**src/hdl/rename_pkg.sv**
```systemverilog
package rename_pkg;

    // register file sizes
    localparam int unsigned ARCH_REGS = 8;
    localparam int unsigned PHYS_REGS = 16;
    localparam int unsigned ARCH_W    = 3;
    localparam int unsigned PHYS_W    = 4;

    // registers that are not mapped after reset
    localparam int unsigned FREE_REGS = PHYS_REGS - ARCH_REGS;

    // rob index as seen outside, covers depths up to 16
    localparam int unsigned ROB_IDX_W = 4;

    typedef struct packed {
        logic              rd_wen;
        logic [ARCH_W-1:0] rd_arch;
        logic [ARCH_W-1:0] rs1_arch;
        logic [ARCH_W-1:0] rs2_arch;
    } rename_req_t;

    typedef struct packed {
        logic [PHYS_W-1:0]    rs1_phys;
        logic [PHYS_W-1:0]    rs2_phys;
        logic [PHYS_W-1:0]    rd_phys;
        logic [ROB_IDX_W-1:0] rob_idx;
    } rename_rsp_t;

    // one in-flight instruction as kept by the commit buffer
    typedef struct packed {
        logic              rd_wen;
        logic [ARCH_W-1:0] rd_arch;
        logic [PHYS_W-1:0] new_prf;
        logic [PHYS_W-1:0] old_prf;
    } commit_entry_t;

    // map write, used for both the speculative and the committed map
    typedef struct packed {
        logic              valid;
        logic [ARCH_W-1:0] arch;
        logic [PHYS_W-1:0] phys;
    } map_write_t;

endpackage
```
**src/hdl/rename_core.sv**
```systemverilog
`timescale 1ns/1ps

module rename_core
    import rename_pkg::*;
#(
    parameter int unsigned ROB_DEPTH    = 8,
    parameter int unsigned COMMIT_WIDTH = 2
)(
    input  logic                                 clock,
    input  logic                                 reset_i,

    input  logic                                 rename_valid_i,
    input  rename_req_t                          rename_req_i,
    output rename_rsp_t                          rename_rsp_o,
    output logic                                 rename_stall_o,

    input  logic                                 complete_valid_i,
    input  logic [ROB_IDX_W-1:0]                 complete_idx_i,

    input  logic                                 flush_i,
    output logic [$clog2(COMMIT_WIDTH+1)-1:0]    retire_cnt_o
);

    logic                                  accept;
    logic                                  free_empty;
    logic                                  rob_full;
    logic [PHYS_W-1:0]                     head_reg;
    logic [PHYS_W-1:0]                     old_phys;
    logic [ROB_IDX_W-1:0]                  tail_idx;
    map_write_t                            spec_write;
    commit_entry_t                         push_entry;
    logic [COMMIT_WIDTH-1:0]               commit_valid;
    commit_entry_t [COMMIT_WIDTH-1:0]      commit_entry;
    map_write_t [COMMIT_WIDTH-1:0]         amt_write;
    logic [COMMIT_WIDTH-1:0]               free_valid;
    logic [COMMIT_WIDTH-1:0][PHYS_W-1:0]   free_reg;
    logic [ARCH_REGS-1:0][PHYS_W-1:0]      arch_map;

    // flush blocks renaming for its cycle
    assign rename_stall_o = free_empty | rob_full | flush_i;
    assign accept         = rename_valid_i & ~rename_stall_o;

    assign rename_rsp_o.rd_phys = rename_req_i.rd_wen ? head_reg : '0;
    assign rename_rsp_o.rob_idx = tail_idx;

    assign spec_write.valid = accept & rename_req_i.rd_wen;
    assign spec_write.arch  = rename_req_i.rd_arch;
    assign spec_write.phys  = head_reg;

    assign push_entry.rd_wen  = rename_req_i.rd_wen;
    assign push_entry.rd_arch = rename_req_i.rd_arch;
    assign push_entry.new_prf = rename_rsp_o.rd_phys;
    assign push_entry.old_prf = old_phys;

    spec_map_table u_spec_map (
        .clock(clock), .reset_i(reset_i), .flush_i(flush_i),
        .rs1_arch_i(rename_req_i.rs1_arch), .rs2_arch_i(rename_req_i.rs2_arch),
        .rd_arch_i(rename_req_i.rd_arch),
        .rs1_phys_o(rename_rsp_o.rs1_phys), .rs2_phys_o(rename_rsp_o.rs2_phys),
        .old_phys_o(old_phys), .map_write_i(spec_write), .arch_map_i(arch_map)
    );

    free_list #(.COMMIT_WIDTH(COMMIT_WIDTH)) u_free_list (
        .clock(clock), .reset_i(reset_i), .flush_i(flush_i),
        .alloc_i(accept & rename_req_i.rd_wen), .head_reg_o(head_reg), .empty_o(free_empty),
        .free_valid_i(free_valid), .free_reg_i(free_reg), .retire_cnt_i(retire_cnt_o)
    );

    commit_buffer #(.ROB_DEPTH(ROB_DEPTH), .COMMIT_WIDTH(COMMIT_WIDTH)) u_commit_buffer (
        .clock(clock), .reset_i(reset_i), .flush_i(flush_i),
        .push_i(accept), .push_entry_i(push_entry), .tail_idx_o(tail_idx), .full_o(rob_full),
        .complete_valid_i(complete_valid_i), .complete_idx_i(complete_idx_i),
        .commit_valid_o(commit_valid), .commit_entry_o(commit_entry)
    );

    retire_stage #(.COMMIT_WIDTH(COMMIT_WIDTH)) u_retire_stage (
        .flush_i(flush_i), .commit_valid_i(commit_valid), .commit_entry_i(commit_entry),
        .amt_write_o(amt_write), .free_valid_o(free_valid), .free_reg_o(free_reg),
        .retire_cnt_o(retire_cnt_o)
    );

    arch_map_table #(.COMMIT_WIDTH(COMMIT_WIDTH)) u_arch_map (
        .clock(clock), .reset_i(reset_i), .amt_write_i(amt_write), .arch_map_o(arch_map)
    );

endmodule

```
**src/hdl/commit_buffer.sv**
```systemverilog
`timescale 1ns/1ps

module commit_buffer
    import rename_pkg::*;
#(
    parameter int unsigned ROB_DEPTH    = 8,
    parameter int unsigned COMMIT_WIDTH = 2
)(
    input  logic                                 clock,
    input  logic                                 reset_i,
    input  logic                                 flush_i,

    // allocation in program order
    input  logic                                 push_i,
    input  commit_entry_t                        push_entry_i,
    output logic [ROB_IDX_W-1:0]                 tail_idx_o,
    output logic                                 full_o,

    // completions from execution
    input  logic                                 complete_valid_i,
    input  logic [ROB_IDX_W-1:0]                 complete_idx_i,

    // oldest completed run, handed to retirement
    output logic [COMMIT_WIDTH-1:0]              commit_valid_o,
    output commit_entry_t [COMMIT_WIDTH-1:0]     commit_entry_o
);

    localparam int unsigned PTR_W = (ROB_DEPTH > 1) ? $clog2(ROB_DEPTH) : 1;
    localparam int unsigned CNT_W = $clog2(ROB_DEPTH + 1);
    localparam int unsigned POP_W = $clog2(COMMIT_WIDTH + 1);

    commit_entry_t [ROB_DEPTH-1:0] entries_q;
    logic [ROB_DEPTH-1:0]          done_q;
    logic [PTR_W-1:0]              head_q;
    logic [PTR_W-1:0]              tail_q;
    logic [CNT_W-1:0]              count_q;

    logic [COMMIT_WIDTH-1:0][PTR_W-1:0] lane_idx;
    logic                               run;
    logic [POP_W-1:0]                   pop_cnt;

    // depth need not be a power of two
    function automatic logic [PTR_W-1:0] wrap_add(input logic [PTR_W-1:0] ptr,
                                                  input int unsigned n);
        int unsigned sum;
        sum = ptr + n;
        if (sum >= ROB_DEPTH) begin
            sum = sum - ROB_DEPTH;
        end
        return PTR_W'(sum);
    endfunction

    assign tail_idx_o = ROB_IDX_W'(tail_q);
    assign full_o     = (count_q == CNT_W'(ROB_DEPTH));

    // a lane retires only if every older lane does too
    always_comb begin
        run     = ~flush_i;
        pop_cnt = '0;
        for (int i = 0; i < COMMIT_WIDTH; i++) begin
            lane_idx[i]       = wrap_add(head_q, i);
            commit_entry_o[i] = entries_q[lane_idx[i]];
            run               = run & (CNT_W'(i) < count_q) & done_q[lane_idx[i]];
            commit_valid_o[i] = run;
            pop_cnt           = pop_cnt + POP_W'(run);
        end
    end

    always_ff @(posedge clock) begin
        if (reset_i || flush_i) begin
            done_q  <= '0;
            head_q  <= '0;
            tail_q  <= '0;
            count_q <= '0;
        end else begin
            if (complete_valid_i && (32'(complete_idx_i) < ROB_DEPTH)) begin
                done_q[complete_idx_i[PTR_W-1:0]] <= 1'b1;
            end
            if (push_i) begin
                entries_q[tail_q] <= push_entry_i;
                done_q[tail_q]    <= 1'b0;
                tail_q            <= wrap_add(tail_q, 1);
            end
            head_q  <= wrap_add(head_q, pop_cnt);
            count_q <= count_q + CNT_W'(push_i) - CNT_W'(pop_cnt);
        end
    end

endmodule

```
**src/hdl/spec_map_table.sv**
```systemverilog
`timescale 1ns/1ps

module spec_map_table
    import rename_pkg::*;
(
    input  logic                                 clock,
    input  logic                                 reset_i,
    input  logic                                 flush_i,

    // lookups for the instruction being renamed
    input  logic [ARCH_W-1:0]                    rs1_arch_i,
    input  logic [ARCH_W-1:0]                    rs2_arch_i,
    input  logic [ARCH_W-1:0]                    rd_arch_i,
    output logic [PHYS_W-1:0]                    rs1_phys_o,
    output logic [PHYS_W-1:0]                    rs2_phys_o,
    output logic [PHYS_W-1:0]                    old_phys_o,

    // new destination mapping
    input  map_write_t                           map_write_i,

    // committed map to reload from
    input  logic [ARCH_REGS-1:0][PHYS_W-1:0]     arch_map_i
);

    logic [ARCH_REGS-1:0][PHYS_W-1:0] map_q;

    // reads see the table before this cycle's write
    assign rs1_phys_o = map_q[rs1_arch_i];
    assign rs2_phys_o = map_q[rs2_arch_i];

    // previous owner of rd, freed when this writer retires
    assign old_phys_o = map_q[rd_arch_i];

    always_ff @(posedge clock) begin
        if (reset_i) begin
            for (int i = 0; i < ARCH_REGS; i++) begin
                map_q[i] <= PHYS_W'(i);
            end
        end else if (flush_i) begin
            // drop all speculative renames
            map_q <= arch_map_i;
        end else if (map_write_i.valid) begin
            map_q[map_write_i.arch] <= map_write_i.phys;
        end
    end

endmodule

```
**src/hdl/arch_map_table.sv**
```systemverilog
`timescale 1ns/1ps

module arch_map_table
    import rename_pkg::*;
#(
    parameter int unsigned COMMIT_WIDTH = 2
)(
    input  logic                                 clock,
    input  logic                                 reset_i,

    // writes from retirement, one per lane
    input  map_write_t [COMMIT_WIDTH-1:0]        amt_write_i,

    // whole committed map, for flush recovery
    output logic [ARCH_REGS-1:0][PHYS_W-1:0]     arch_map_o
);

    logic [ARCH_REGS-1:0][PHYS_W-1:0] map_q;

    assign arch_map_o = map_q;

    always_ff @(posedge clock) begin
        if (reset_i) begin
            // identity mapping out of reset
            for (int i = 0; i < ARCH_REGS; i++) begin
                map_q[i] <= PHYS_W'(i);
            end
        end else begin
            // later lanes are younger, so they are applied last
            for (int i = 0; i < COMMIT_WIDTH; i++) begin
                if (amt_write_i[i].valid) begin
                    map_q[amt_write_i[i].arch] <= amt_write_i[i].phys;
                end
            end
        end
    end

endmodule

```
**src/hdl/free_list.sv**
```systemverilog
`timescale 1ns/1ps

module free_list
    import rename_pkg::*;
#(
    parameter int unsigned COMMIT_WIDTH = 2
)(
    input  logic                                  clock,
    input  logic                                  reset_i,
    input  logic                                  flush_i,

    // allocation at the speculative head
    input  logic                                  alloc_i,
    output logic [PHYS_W-1:0]                     head_reg_o,
    output logic                                  empty_o,

    // registers returned by retirement
    input  logic [COMMIT_WIDTH-1:0]               free_valid_i,
    input  logic [COMMIT_WIDTH-1:0][PHYS_W-1:0]   free_reg_i,
    input  logic [$clog2(COMMIT_WIDTH+1)-1:0]     retire_cnt_i
);

    // one slot per physical register, so pointers wrap by themselves
    logic [PHYS_REGS-1:0][PHYS_W-1:0] slots_q;

    logic [PHYS_W-1:0] spec_head_q;
    logic [PHYS_W-1:0] commit_head_q;
    logic [PHYS_W-1:0] tail_q;

    logic [COMMIT_WIDTH-1:0][PHYS_W-1:0] wr_idx;
    logic [PHYS_W-1:0]                   tail_next;

    assign head_reg_o = slots_q[spec_head_q];

    // never more than FREE_REGS live slots, so equal pointers mean empty
    assign empty_o = (spec_head_q == tail_q);

    // frees pack in lane order behind the tail
    always_comb begin
        tail_next = tail_q;
        for (int i = 0; i < COMMIT_WIDTH; i++) begin
            wr_idx[i] = tail_next;
            if (free_valid_i[i]) begin
                tail_next = tail_next + 1'b1;
            end
        end
    end

    always_ff @(posedge clock) begin
        if (reset_i) begin
            for (int i = 0; i < PHYS_REGS; i++) begin
                if (i < FREE_REGS) begin
                    slots_q[i] <= PHYS_W'(ARCH_REGS + i);
                end else begin
                    slots_q[i] <= '0;
                end
            end
            spec_head_q   <= '0;
            commit_head_q <= '0;
            tail_q        <= PHYS_W'(FREE_REGS);
        end else begin
            for (int i = 0; i < COMMIT_WIDTH; i++) begin
                if (free_valid_i[i]) begin
                    slots_q[wr_idx[i]] <= free_reg_i[i];
                end
            end
            tail_q        <= tail_next;
            commit_head_q <= commit_head_q + PHYS_W'(retire_cnt_i);

            // flush gives back everything allocated past the committed point
            if (flush_i) begin
                spec_head_q <= commit_head_q;
            end else if (alloc_i) begin
                spec_head_q <= spec_head_q + 1'b1;
            end
        end
    end

endmodule

```
**src/hdl/retire_stage.sv**
```systemverilog
`timescale 1ns/1ps

module retire_stage
    import rename_pkg::*;
#(
    parameter int unsigned COMMIT_WIDTH = 2
)(
    input  logic                                     flush_i,

    // oldest completed entries from the commit buffer
    input  logic [COMMIT_WIDTH-1:0]                  commit_valid_i,
    input  commit_entry_t [COMMIT_WIDTH-1:0]         commit_entry_i,

    // committed map writes
    output map_write_t [COMMIT_WIDTH-1:0]            amt_write_o,

    // returns to the free list
    output logic [COMMIT_WIDTH-1:0]                  free_valid_o,
    output logic [COMMIT_WIDTH-1:0][PHYS_W-1:0]      free_reg_o,

    // number of retiring writers
    output logic [$clog2(COMMIT_WIDTH+1)-1:0]        retire_cnt_o
);

    localparam int unsigned CNT_W = $clog2(COMMIT_WIDTH + 1);

    logic [COMMIT_WIDTH-1:0] fire;

    // only lanes that write a register touch the maps
    always_comb begin
        for (int i = 0; i < COMMIT_WIDTH; i++) begin
            fire[i] = commit_valid_i[i] & commit_entry_i[i].rd_wen & ~flush_i;
        end
    end

    always_comb begin
        retire_cnt_o = '0;
        for (int i = 0; i < COMMIT_WIDTH; i++) begin
            amt_write_o[i].valid = fire[i];
            amt_write_o[i].arch  = commit_entry_i[i].rd_arch;
            amt_write_o[i].phys  = commit_entry_i[i].new_prf;

            // the old mapping is dead once the writer retires
            free_valid_o[i] = fire[i];
            free_reg_o[i]   = commit_entry_i[i].old_prf;

            retire_cnt_o = retire_cnt_o + CNT_W'(fire[i]);
        end
    end

endmodule

```
**config.mk**
```make
export PLATFORM = sky130hd
export DESIGN_NAME = rename_core
export DESIGN_NICKNAME = d
export VERILOG_FILES = /design/src/hdl/rename_pkg.sv /design/src/hdl/rename_core.sv /design/src/hdl/commit_buffer.sv /design/src/hdl/spec_map_table.sv /design/src/hdl/arch_map_table.sv /design/src/hdl/free_list.sv /design/src/hdl/retire_stage.sv
export SDC_FILE = /design/constraint.sdc
export NUM_CORES = 1
export LEC_CHECK = 0
export ABC_CLOCK_PERIOD_IN_PS = 3500
export BUFFER_PORTS_ARGS = -buffer_cell sky130_fd_sc_hd__buf_2
export CORE_MARGIN = 1
export CORE_UTILIZATION = 57
export CTS_CLUSTER_DIAMETER = 150
export DETAILED_ROUTE_END_ITERATION = 12
export PLACE_DENSITY = 0.82
export SLEW_MARGIN = 20
export SYNTH_ARGS = -nofsm -noshare
export SYNTH_HDL_FRONTEND = slang
export SYNTH_HIERARCHICAL = 1
export SYNTH_SLANG_ARGS = --single-unit
```
**constraint.sdc**
```tcl
create_clock -name clock -period 3.5 [get_ports clock]
set_input_delay 0.175 -clock clock [delete_from_list [all_inputs] [get_ports clock]]
set_output_delay 0.175 -clock clock [all_outputs]
set_load 0.03 [all_outputs]
```
==> reports/metrics.csv, run 1 <==
stage,metric,value,unit
run_status,run_status,"complete, no violations",
timing,timing_worst_slew_pin_value,1040,ps
setup_path,endpoint_kind,output pin,
timing,min_period,3420,ps
synth,synth-warning-count,6,
timing,post_route_clock_period_utilization,97.6,%
timing,final_report_setup_violation_count,0,
routing,num_vias,10000,
setup_path,cp.required,3320,ps
floorplanning,floorplan.initialDensity,57.8,%
synth,portion_of_the_post_synthesis_area_used_by_sequential_elements,41.7,%
place,io_buffers,36,
layout,design.final.nets,1199,
synth,syn_avg_cell_area,12.2,sq um
clocking,cts_root_buffer,sky130_fd_sc_hd__clkbuf_16,
clocking,cts_setup_buffers,0,
job,drv_cap,0,
setup_path,critPathKind,register to output pin,
synth,synth_nets,1227,
routing,drt_pass1_iterations,5,
timing,max_clock_freq,293,MHz
routing,antenna_violation_net_count_after_detailed_routing,0,
place,postPlaceCellArea,14600,sq um
synth,postSynthCellCount,1186,
routing,routed_via_density,6.64,
floorplanning,placement_rows,58,
global_route,grt_start_max_net_pins,56,
floorplanning,design.die.area,26100,sq um
pwr,cell_internal_pwr,0.00480,W
timing,fin_hold_ws,38.1,ps
timing,slew_viol_final,0,
place,gp_routability_congestion,0.860,
routing,route.detailed.wl_per_inst,23.2,microns
clocking,cts.clk_slew.worst_paths,70,ps
setup_path,data_arrival_at_the_endpoint_of_the_critical_path,3240,ps
layout,final_design_area_no_fill,15600,sq um
layout,drive_gt1_share,28.7,%
timing,rsz_0062_raised_after_global_routing,yes,
clocking,cts-buffers-inserted,27,
pwr,seq_power_share,50.0,%
clocking,clock_tree.buffer_depth,3,
timing,finalClockSkew,24.8,ps
pwr,power,0.00620,W
pwr,switchingPower,0.00140,W
pwr,power.share.clock,45.1,%
setup_path,startpoint_type,register,
synth,ys_types,87,
routing,drt-initial-drc-count,1152,
pwr,irDropWorstVdd,0.430,mV
global_route,antenna_found_initial,0,
routing,totalWireLength,35.0,mm
setup_path,critical_path_peak_fanout,10,
synth,synth_top_flop_cell,sky130_fd_sc_hd__dfxtp_1,
timing,hold_viol,0,
floorplanning,fp.coreArea,25100,sq um
global_route,first_pass_grt_wire_length,54.2,mm
routing,drc_errors,0,
clocking,clock-sinks,254,
floorplanning,die_w,162,microns
hold_path,timing.hold.worst.class,input pin to register,
timing,maxSlewHeadroom,30.5,%
synth,area_of_the_mapped_netlist,14500,sq um
global_route,globalRouteTotalUtil,26.7,%
pwr,sw_frac_of_total,22.6,%
synth,yosys_register_bits,254,
floorplanning,chipHeight,162,microns
synth,synth_enable_flop_cells,96,
pwr,power_density,399,nW/um^2
pwr,part_of_the_power_in_combinational_logic,5.0,%
clocking,clock_insertion_delay_worst_skew,550,ps
global_route,grt_pass1_vias,9524,
layout,diodes,0,
clocking,tritoncts,built,
layout,area.growth.synth_to_final,7.23,%
global_route,gr-total-overflow,0,
clocking,ctsHtreeMaxLevel,1,
pwr,leakagePower,5.69,nW
place,detailedPlacementHpwl,23.2,mm
synth,async_reset_ff_share,0,%
floorplanning,ioPinCount,38,
## path summary, 6_finish.rpt
kind | to | slack [ps] | startpoint | cells after the start
max | retire_cnt_o[0] | 80 | u_commit_buffer/head_q[0] | 7
max reg2reg | u_free_list/slots_q[44] | 110 | u_commit_buffer/head_q[0] | 9
min | u_commit_buffer/done_q[4] | 40 | complete_idx_i[3] | 4
min reg2reg | u_spec_map/map_q[16] | 520 | u_arch_map/arch_map_o[16] | 2
## per-layer routing
layer | vias up | GRT usage, % | wire [microns]
met5 | - | 0 | 0
met4 | 0 | 9.01 | 1050
met3 | 73 | 3.78 | 2910
met2 | 523 | 42.5 | 16200
met1 | 4954 | 37.6 | 14900
li1 | 4463 | - | -
## state kept, by name (all words and copies together), names as in the netlist
| name | count |
|---|---|
| u_free_list/commit_head_q | 4 |
| u_arch_map/arch_map_o | 32 |
| u_commit_buffer/entries_q | 96 |
| u_free_list/slots_q | 64 |
| u_commit_buffer/head_q | 3 |
| u_commit_buffer/done_q | 8 |
| u_free_list/tail_q | 4 |
| u_free_list/spec_head_q | 4 |
| u_commit_buffer/count_q | 4 |
| u_spec_map/map_q | 32 |
| u_commit_buffer/tail_q | 3 |
## cell usage after synthesis, drive strengths merged, types with 6 or more instances
master | count | area, sq um
nor3 | 38 | 206
mux4 | 94 | 2170
dfxtp | 158 | 3160
nor2 | 98 | 370
a21oi | 47 | 262
and4bb | 7 | 87.6
nor2b | 34 | 213
inv | 24 | 90.1
and4b | 8 | 82.6
edfxtp | 96 | 2880
a31oi | 9 | 56.3
nor3b | 10 | 75.1
mux2 | 92 | 1050
ha | 19 | 238
mux2i | 96 | 961
buf | 85 | 621
o21ai | 33 | 184
a2111oi | 16 | 140
a22oi | 9 | 67.6
nand4b | 15 | 138
xor2 | 9 | 97.6
and2 | 13 | 82.6
o32ai | 6 | 52.6
xnor2 | 10 | 87.6
a211oi | 15 | 113
nand4 | 8 | 50.1
clkbuf | 45 | 176
nand2 | 13 | 51.3
## worst max-delay path: stages, from the launching register on
cell and delay (ps):
sky130_fd_sc_hd__dfxtp_2 370, sky130_fd_sc_hd__ha_1 370, sky130_fd_sc_hd__mux4_1 570, sky130_fd_sc_hd__mux2_2 270
sky130_fd_sc_hd__and3_1 200, sky130_fd_sc_hd__and3b_2 310, sky130_fd_sc_hd__ha_1 340, sky130_fd_sc_hd__buf_2 240
## cell families (layout without fill, tap and decap cells)
kind of cell	count (synthesis)	count (layout)	synth area share, %
DFF	254	254	41.7
muxes	282	282	28.9
other	1	1	0.0258
xor gates and xnor gates	19	19	1.28
adders and majority gates	22	22	2.05
buffers and inverters	154	147	6.11
and+or+nand+nor	292	292	12.1
AOI/OAI and AO/OA	162	162	7.93
## layout make-up
class                           instances  area (sq um)
Clock inverter                         10          65.1
Timing Repair Buffer                   73           518
Sequential cell                       254          6050
Inverter                               24          90.1
Fill cell                            1912          9550
Tap cell                              330           413
Clock buffer                           40           811
Multi-Input combinational cell        778          7610
## power groups by stage
| stage | clock [W] | combinational (W) | sequential (W) |
|---|---|---|---|
| floorplan | 0 | 0.000220 | 0.00315 |
| CTS | 0.00283 | 0.000304 | 0.00310 |
| detailed placement | 0 | 0.000300 | 0.00316 |
| finish | 0.00279 | 0.000308 | 0.00310 |
| global route | 0.00295 | 0.000328 | 0.00310 |
| global placement | 0 | 0.000294 | 0.00316 |
## repair_timing
action / 4_1_cts / 5_1_grt
hold buffers: 3 / 0
endpoints found under the setup margin: 0 / 28
gates resized for setup: 0 / 5
hold endpoints to repair: 12 / 0
## cells in the final DEF (no fill, tap or decap), types with 16 or more instances in the layout
cell type                   count
sky130_fd_sc_hd__buf_2         35
sky130_fd_sc_hd__nor2b_1       32
sky130_fd_sc_hd__mux2i_1       96
sky130_fd_sc_hd__dfxtp_1      156
sky130_fd_sc_hd__nor2_1        97
sky130_fd_sc_hd__o21ai_0       22
sky130_fd_sc_hd__ha_1          19
sky130_fd_sc_hd__clkbuf_16     30
sky130_fd_sc_hd__mux2_2        84
sky130_fd_sc_hd__inv_1         23
sky130_fd_sc_hd__mux4_2        79
sky130_fd_sc_hd__buf_4         32
sky130_fd_sc_hd__edfxtp_1      96
sky130_fd_sc_hd__a2111oi_0     16
sky130_fd_sc_hd__nor3_1        32
sky130_fd_sc_hd__a21oi_1       40
## metrics by stage
| step | worst slack [ps] | TNS [ps] | std cells | util [%] |
|---|---|---|---|---|
| 6_report | 83.8 | 0 | 1509 | 62.0 |
| 3_5_place_dp | 110 | 0 | 1455 | 58.2 |
| 5_1_grt | -10.2 | -11.6 | 1509 | 62.0 |
| 3_3_place_gp | 221 | 0 | 1455 | 58.2 |
| 4_1_cts | 30.1 | 0 | 1508 | 61.8 |
| 2_1_floorplan | 72.6 | 0 | 1186 | - |
(Power assumes the default switching activity.)
==> inputs of run 2 (changes only) <==
- SYNTH_HIERARCHICAL: 1 -> not set
==> run 2 against run 1 <==
Cell count rose by 3.7%; via count rose by 1.7%; critical path type is now register to register; clock skew down 11 ps; synthesized cell count grew 0.93%; clock power up 7.5%; critical endpoint is now u_free_list.slots_q[60]; sequential share of layout area is 0.51 points higher; worst setup slack better by 98 ps; sequential power hardly changed.
==> reports/metrics.csv, run 2 <==
stage,metric,value,unit
synth,yosys.area_share.simple,12.2,%
timing,post_route_clock_period_utilization,94.8,%
pwr,power_density,414,nW/um^2
setup_path,critPathTopFamily,multiplexers,
synth,synth_area_leaders,"sky130_fd_sc_hd__dfxtp_1 23%, sky130_fd_sc_hd__edfxtp_1 21%, sky130_fd_sc_hd__mux4_2 14%",
timing,timing.final.ws_setup,182,ps
synth,portion_of_the_post_synthesis_area_used_by_sequential_elements,43.8,%
setup_path,critPathKind,register to register,
floorplanning,design.die.area,24800,sq um
routing,totalWireLength,35.2,mm
timing,rsz_0062_raised_after_global_routing,yes,
setup_path,critical_path_peak_fanout,11,
global_route,first_pass_grt_wire_length,55.5,mm
clocking,cts_root_buffer,sky130_fd_sc_hd__clkbuf_16,
place,io_buffers,36,
layout,design.final.nets,1270,
floorplanning,floorplan.initialDensity,58.4,%
hold_path,timing.hold.worst.class,input pin to register,
routing,drt_pass1_iterations,6,
global_route,grt_start_max_net_pins,84,
timing,maxSlewHeadroom,44.1,%
synth,synth_nets,1242,
synth,synth_top_cell_by_area,sky130_fd_sc_hd__dfxtp_1,
synth,ys_types,66,
synth,yosys_register_bits,254,
clocking,clock-sinks,254,
clocking,clock_insertion_delay_worst_skew,550,ps
synth,yosys.cell_count.top_type,sky130_fd_sc_hd__dfxtp_1,
layout,diodes,0,
timing,min_period,3320,ps
setup_path,r2r-start,u_commit_buffer.head_q[0],
synth,synth_common_cells,"158 x sky130_fd_sc_hd__dfxtp_1, 117 x sky130_fd_sc_hd__nor2_1, 99 x sky130_fd_sc_hd__mux2i_1, 96 x sky130_fd_sc_hd__edfxtp_1, 87 x sky130_fd_sc_hd__mux4_2",
layout,layout_top_registers,"u_commit_buffer.entries_q x96, u_free_list.slots_q x64",
job,drv_cap,0,
synth,synth_top_family_by_area,multiplexers,
global_route,antenna_found_initial,1,
clocking,cts.clk_slew.worst_paths,60,ps
setup_path,crit_path_top_delay_cell,sky130_fd_sc_hd__mux4_2,
pwr,irDropWorstVdd,0.383,mV
setup_path,data_arrival_at_the_endpoint_of_the_critical_path,3740,ps
synth,async_reset_ff_share,0,%
routing,num_vias,10200,
timing,finalClockSkew,13.6,ps
routing,route.detailed.wl_per_inst,22.5,microns
place,postPlaceCellArea,14400,sq um
setup_path,crit_path_start,u_commit_buffer.head_q[0],
routing,drc_errors,0,
routing,routed_via_density,6.51,
synth,synth_enable_flop_cells,96,
place,preCtsSetupSlack,145,ps
setup_path,cp.buffers_inverters,2,
place,detailedPlacementHpwl,24.7,mm
synth,complex_gate_fraction_of_the_synthesized_area,8.57,%
global_route,gr-total-overflow,0,
layout,most-common-layout-cells,"157 x sky130_fd_sc_hd__dfxtp_1, 117 x sky130_fd_sc_hd__nor2_1, 99 x sky130_fd_sc_hd__mux2i_1",
routing,drt-initial-drc-count,955,
synth,syn_avg_cell_area,11.5,sq um
floorplanning,chipHeight,158,microns
layout,final_design_area_no_fill,15400,sq um
global_route,globalRouteTotalUtil,29.3,%
synth,synth_adder_area_share,2.52,%
layout,max_ffs_per_register,96,
timing,max_clock_freq,301,MHz
setup_path,cp_slowest_stage_delay,550,ps
synth,synth_top_flop_cell,sky130_fd_sc_hd__dfxtp_1,
clocking,cts-buffers-inserted,27,
pwr,power,0.00636,W
floorplanning,placement_rows,56,
layout,mostFrequentLayoutCell,sky130_fd_sc_hd__dfxtp_1,
layout,drive_gt1_share,24.4,%
pwr,leakagePower,5.17,nW
timing,slew_viol_final,0,
synth,synthMuxAreaShare,28.1,%
hold_path,hp-start,complete_idx_i[0],
clocking,clock_tree.buffer_depth,3,
synth,synth-warning-count,0,
setup_path,cp.required,3920,ps
run_status,run_status,"complete, no violations",
floorplanning,die_w,158,microns
synth,post_synth_xor_area_fraction,1.33,%
floorplanning,fp.coreArea,23600,sq um
timing,final_report_setup_violation_count,0,
clocking,ctsHtreeMaxLevel,1,
floorplanning,ioPinCount,38,
layout,registers.top_by_ff_count,u_commit_buffer.entries_q,
timing,timing_worst_slew_pin_value,838,ps
setup_path,critical_path.cell_chain,buf_4 > mux4_2 > mux2_4 > nand4_4 > inv_2 > o21ai_1 > ha_1 > nand2_1 > nor3b_4 > mux2_2,
clocking,tritoncts,built,
timing,hold_viol,0,
setup_path,startpoint_type,register,
global_route,grt_pass1_vias,9868,
layout,area.growth.synth_to_final,11.4,%
synth,area_of_the_mapped_netlist,13800,sq um
synth,yosys_top_cell_area_share,22.9,%
setup_path,endpoint_kind,register,
place,gp_routability_congestion,0.931,
synth,postSynthCellCount,1197,
routing,antenna_violation_net_count_after_detailed_routing,0,
run 2: final cells by class:
cell class / count / area (sq um)
timing repair buffer: 81 / 526
clock buffer: 37 / 754
tap: 319 / 399
sequential: 254 / 6050
inverter: 28 / 105
fill: 1742 / 8260
clock inverter: 13 / 175
multi-input combinational: 833 / 7350
run 2: layer usage:
| layer | vias up | track usage (%) | share of wire [%] |
|---|---|---|---|
| met5 | - | 0 | 0.026 |
| met4 | 2 | 10.9 | 3.6 |
| met2 | 481 | 47.2 | 47 |
| met1 | 5044 | 40.1 | 41 |
| li1 | 4566 | - | - |
| met3 | 95 | 4.43 | 7.9 |
run 2: path summary, 6_finish.rpt:
path / to / slack [ps] / cells after the start
worst min-delay path: u_commit_buffer.done_q[1] / 40 / 3
worst min register to register: u_spec_map.map_q[30] / 490 / 2
worst max register to register: u_free_list.slots_q[60] / 180 / 10
worst max-delay path: u_free_list.slots_q[60] / 180 / 10
run 2: repair_timing:
item                       in CTS  in global routing
setup endpoints to repair       0                 25
hold buffers                    2                  0
hold endpoints to repair        5                  0
buffers inserted                0                  1
resized for setup               0                  8
run 2: per-stage QoR:
step	utilization (%)	hold slack, ps	setup TNS [ps]	std cells
after floorplan	-	274	0	1197
after global placement	60.8	463	0	1512
after detailed placement	60.8	483	0	1512
after CTS	64.8	13.8	0	1564
after global routing	65.0	55.9	-15.8	1565
final	65.0	35.2	0	1565
run 2: kinds of logic after synthesis:
kind of cell    count (synthesis)
simple gates                  344
flops                         254
mux                           268
other cells                     1
fa+ha+maj                      26
buf+inv                       110
compound gates                173
xor+xnor                       21
run 2: power breakdown:
part	internal [W]	switching [W]	leakage, nW	total (W)
Sequential	0.00307	0.0000121	2.15	0.00308
Combinational	0.0000877	0.000182	2.57	0.000270
Clock	0.00181	0.00119	0.456	0.00300
Total	0.00497	0.00139	5.17	0.00636
run 2: tightest hold or removal path, stage by stage:
cell	delay, ps
sky130_fd_sc_hd__buf_2	130
sky130_fd_sc_hd__a31oi_1	170
sky130_fd_sc_hd__a211oi_1	60
==> inputs of run 3 (changes only) <==
- CORE_UTILIZATION: 57 -> 40
- HOLD_SLACK_MARGIN: not set -> 0.08
- PLACE_DENSITY: 0.82 -> 0.62
- SYNTH_HIERARCHICAL: not set -> 1
==> run 3 against run 2 <==
The flow now finishes with violations (design-rule violations); register-to-register slack worse by 40 ps; design area is 3.4% higher; clock power fell by 2%; combinational power increased by 18%; critical path depth did not move; maximum frequency down 1.3%; hold slack improved by 78 ps; sequential share of layout area is 1.3 points lower; count of clock-buffer cells in the layout down 1; non-clock buffer count is 5 higher; sequential power about the same; largest power group unchanged.
==> reports/metrics.csv, run 3 (synthesized netlist as in run 1, its figures left out) <==
stage,metric,value,unit
run_status,run_status,"finished, violations left",
run_status,failing_checks,design-rule violations,
timing,hold_viol,0,
layout,registers.top_by_ff_count,u_commit_buffer/entries_q,
place,postPlaceCellArea,14900,sq um
clocking,clock_insertion_delay_worst_skew,560,ps
hold_path,timing.hold.worst.class,input pin to register,
setup_path,critPathTopFamily,multiplexers,
timing,maxSlewHeadroom,29.3,%
layout,final_design_area_no_fill,15900,sq um
floorplanning,die_w,192,microns
timing,final_report_setup_violation_count,0,
timing,max_clock_freq,298,MHz
timing,rsz_0062_raised_after_global_routing,yes,
floorplanning,placement_rows,69,
place,preCtsSetupSlack,182,ps
layout,layout_top_registers,"u_commit_buffer/entries_q x96, u_free_list/slots_q x64",
global_route,grt_pass1_vias,9338,
pwr,leakagePower,5.74,nW
layout,drive_gt1_share,29.1,%
clocking,ctsHtreeMaxLevel,1,
routing,drc_errors,9,
routing,route.detailed.wl_per_inst,21.7,microns
routing,antenna_violation_net_count_after_detailed_routing,0,
clocking,clock_tree.buffer_depth,3,
floorplanning,ioPinCount,38,
global_route,antenna_found_initial,0,
floorplanning,fp.coreArea,35700,sq um
timing,timing_worst_slew_pin_value,1060,ps
routing,drt_pass1_iterations,9,
global_route,first_pass_grt_wire_length,56.0,mm
routing,routed_via_density,5.88,
timing,slew_viol_final,0,
layout,mostFrequentLayoutCell,sky130_fd_sc_hd__dfxtp_1,
floorplanning,floorplan.initialDensity,40.7,%
setup_path,startpoint_type,register,
setup_path,cp.buffers_inverters,1,
clocking,cts_root_buffer,sky130_fd_sc_hd__clkbuf_16,
routing,num_vias,9734,
pwr,power_density,400,nW/um^2
place,io_buffers,36,
pwr,irDropWorstVdd,0.306,mV
place,gp_routability_congestion,0.836,
layout,design.final.nets,1213,
setup_path,critical_path.cell_chain,ha_1 > mux4_1 > mux2_2 > and3_1 > and3b_1 > buf_4 > and4b_1 > or2_1 > a21bo_2 > mux2_4,
clocking,cts.clk_slew.worst_paths,60,ps
setup_path,data_arrival_at_the_endpoint_of_the_critical_path,3780,ps
floorplanning,design.die.area,37000,sq um
setup_path,crit_path_top_delay_cell,sky130_fd_sc_hd__mux4_1,
floorplanning,chipHeight,192,microns
job,drv_cap,0,
layout,max_ffs_per_register,96,
timing,min_period,3360,ps
layout,most-common-layout-cells,"156 x sky130_fd_sc_hd__dfxtp_1, 97 x sky130_fd_sc_hd__nor2_1, 96 x sky130_fd_sc_hd__mux2i_1, 96 x sky130_fd_sc_hd__edfxtp_1, 84 x sky130_fd_sc_hd__mux2_2",
timing,post_route_clock_period_utilization,96.0,%
layout,area.growth.synth_to_final,9.42,%
clocking,cts_setup_buffers,0,
layout,diodes,0,
setup_path,cp_slowest_stage_delay,570,ps
routing,totalWireLength,36.0,mm
routing,drt-initial-drc-count,863,
clocking,cts-buffers-inserted,28,
clocking,tritoncts,built,
global_route,gr-total-overflow,0,
global_route,grt_start_max_net_pins,56,
timing,finalSetupTns,0,ps
setup_path,critical_path_peak_fanout,12,
timing,timing.final.ws_setup,140,ps
place,detailedPlacementHpwl,24.7,mm
clocking,clock-sinks,254,
setup_path,endpoint_kind,register,
global_route,globalRouteTotalUtil,19.8,%
setup_path,critPathKind,register to register,
timing,finalClockSkew,31.8,ps
setup_path,cp.required,3920,ps
## run 3: cell types whose count changed in the layout (fill, tap and decap cells not counted), moves of 11 or more
cell                        previous run  this run
sky130_fd_sc_hd__nand4b_1              0        14
sky130_fd_sc_hd__a2111oi_0             0        16
sky130_fd_sc_hd__nor2_1              117        97
sky130_fd_sc_hd__mux4_1                0        15
sky130_fd_sc_hd__o211ai_1             11         0
sky130_fd_sc_hd__o22ai_1              20         0
sky130_fd_sc_hd__nand3_1              18         5
sky130_fd_sc_hd__mux2_2               67        84
sky130_fd_sc_hd__mux2_1               14         3
sky130_fd_sc_hd__nand2_1              77        12
sky130_fd_sc_hd__nor3_1               21        32
## run 3: routing by layer
metal / routed length [microns] / track usage (%) / share of wire [%] / vias to the layer above
met3: 2090 / 2.76 / 5.8 / 62
met1: 16300 / 28.1 / 45 / 4847
met4: 888 / 5.81 / 2.5 / 0
met5: 0 / 0 / 0 / -
met2: 16700 / 31.1 / 46 / 334
li1: - / - / - / 4491
## run 3: worst paths after layout
kind / start / end / slack (ps) / depth (start not counted)
max: u_commit_buffer/head_q[0] / u_free_list/slots_q[45] / 140 / 10
min: reset_i / u_free_list/commit_head_q[2] / 110 / 2
max reg2reg: u_commit_buffer/head_q[0] / u_free_list/slots_q[45] / 140 / 10
min reg2reg: u_arch_map/arch_map_o[17] / u_spec_map/map_q[17] / 510 / 2
## run 3: area by class of cell
cell class                      instances  area [sq um]
Tap cell                              461           577
Timing Repair Buffer                   86           623
Clock inverter                         16           148
Clock buffer                           36           791
Sequential cell                       254          6050
Inverter                               24          90.1
Fill cell                            3217         19800
Multi-Input combinational cell        778          7600
## run 3: through the flow
| stage | hold slack, ps | power (W) | util (%) | instances |
|---|---|---|---|---|
| global route | 129 | 0.00656 | 44.5 | 1655 |
| finish | 113 | 0.00635 | 44.5 | 1655 |
| floorplan | 274 | 0.00337 | - | 1186 |
| CTS | 88.6 | 0.00642 | 44.5 | 1655 |
| global placement | 482 | 0.00347 | 41.7 | 1596 |
| detailed placement | 488 | 0.00347 | 41.7 | 1596 |
## run 3: report_power, final
group	switching, W	total (W)	internal [W]	leakage (nW)
logic	0.000206	0.000318	0.000112	3.16
clock network	0.00125	0.00294	0.00169	0.448
registers	0.0000167	0.00310	0.00308	2.13
total	0.00147	0.00635	0.00488	5.74
## run 3: what timing repair did
item | 4_1_cts | 5_1_grt
endpoints found under the hold margin | 16 | 0
endpoints found under the setup margin | 0 | 8
hold buffers | 7 | 0
gates resized for setup | 0 | 2
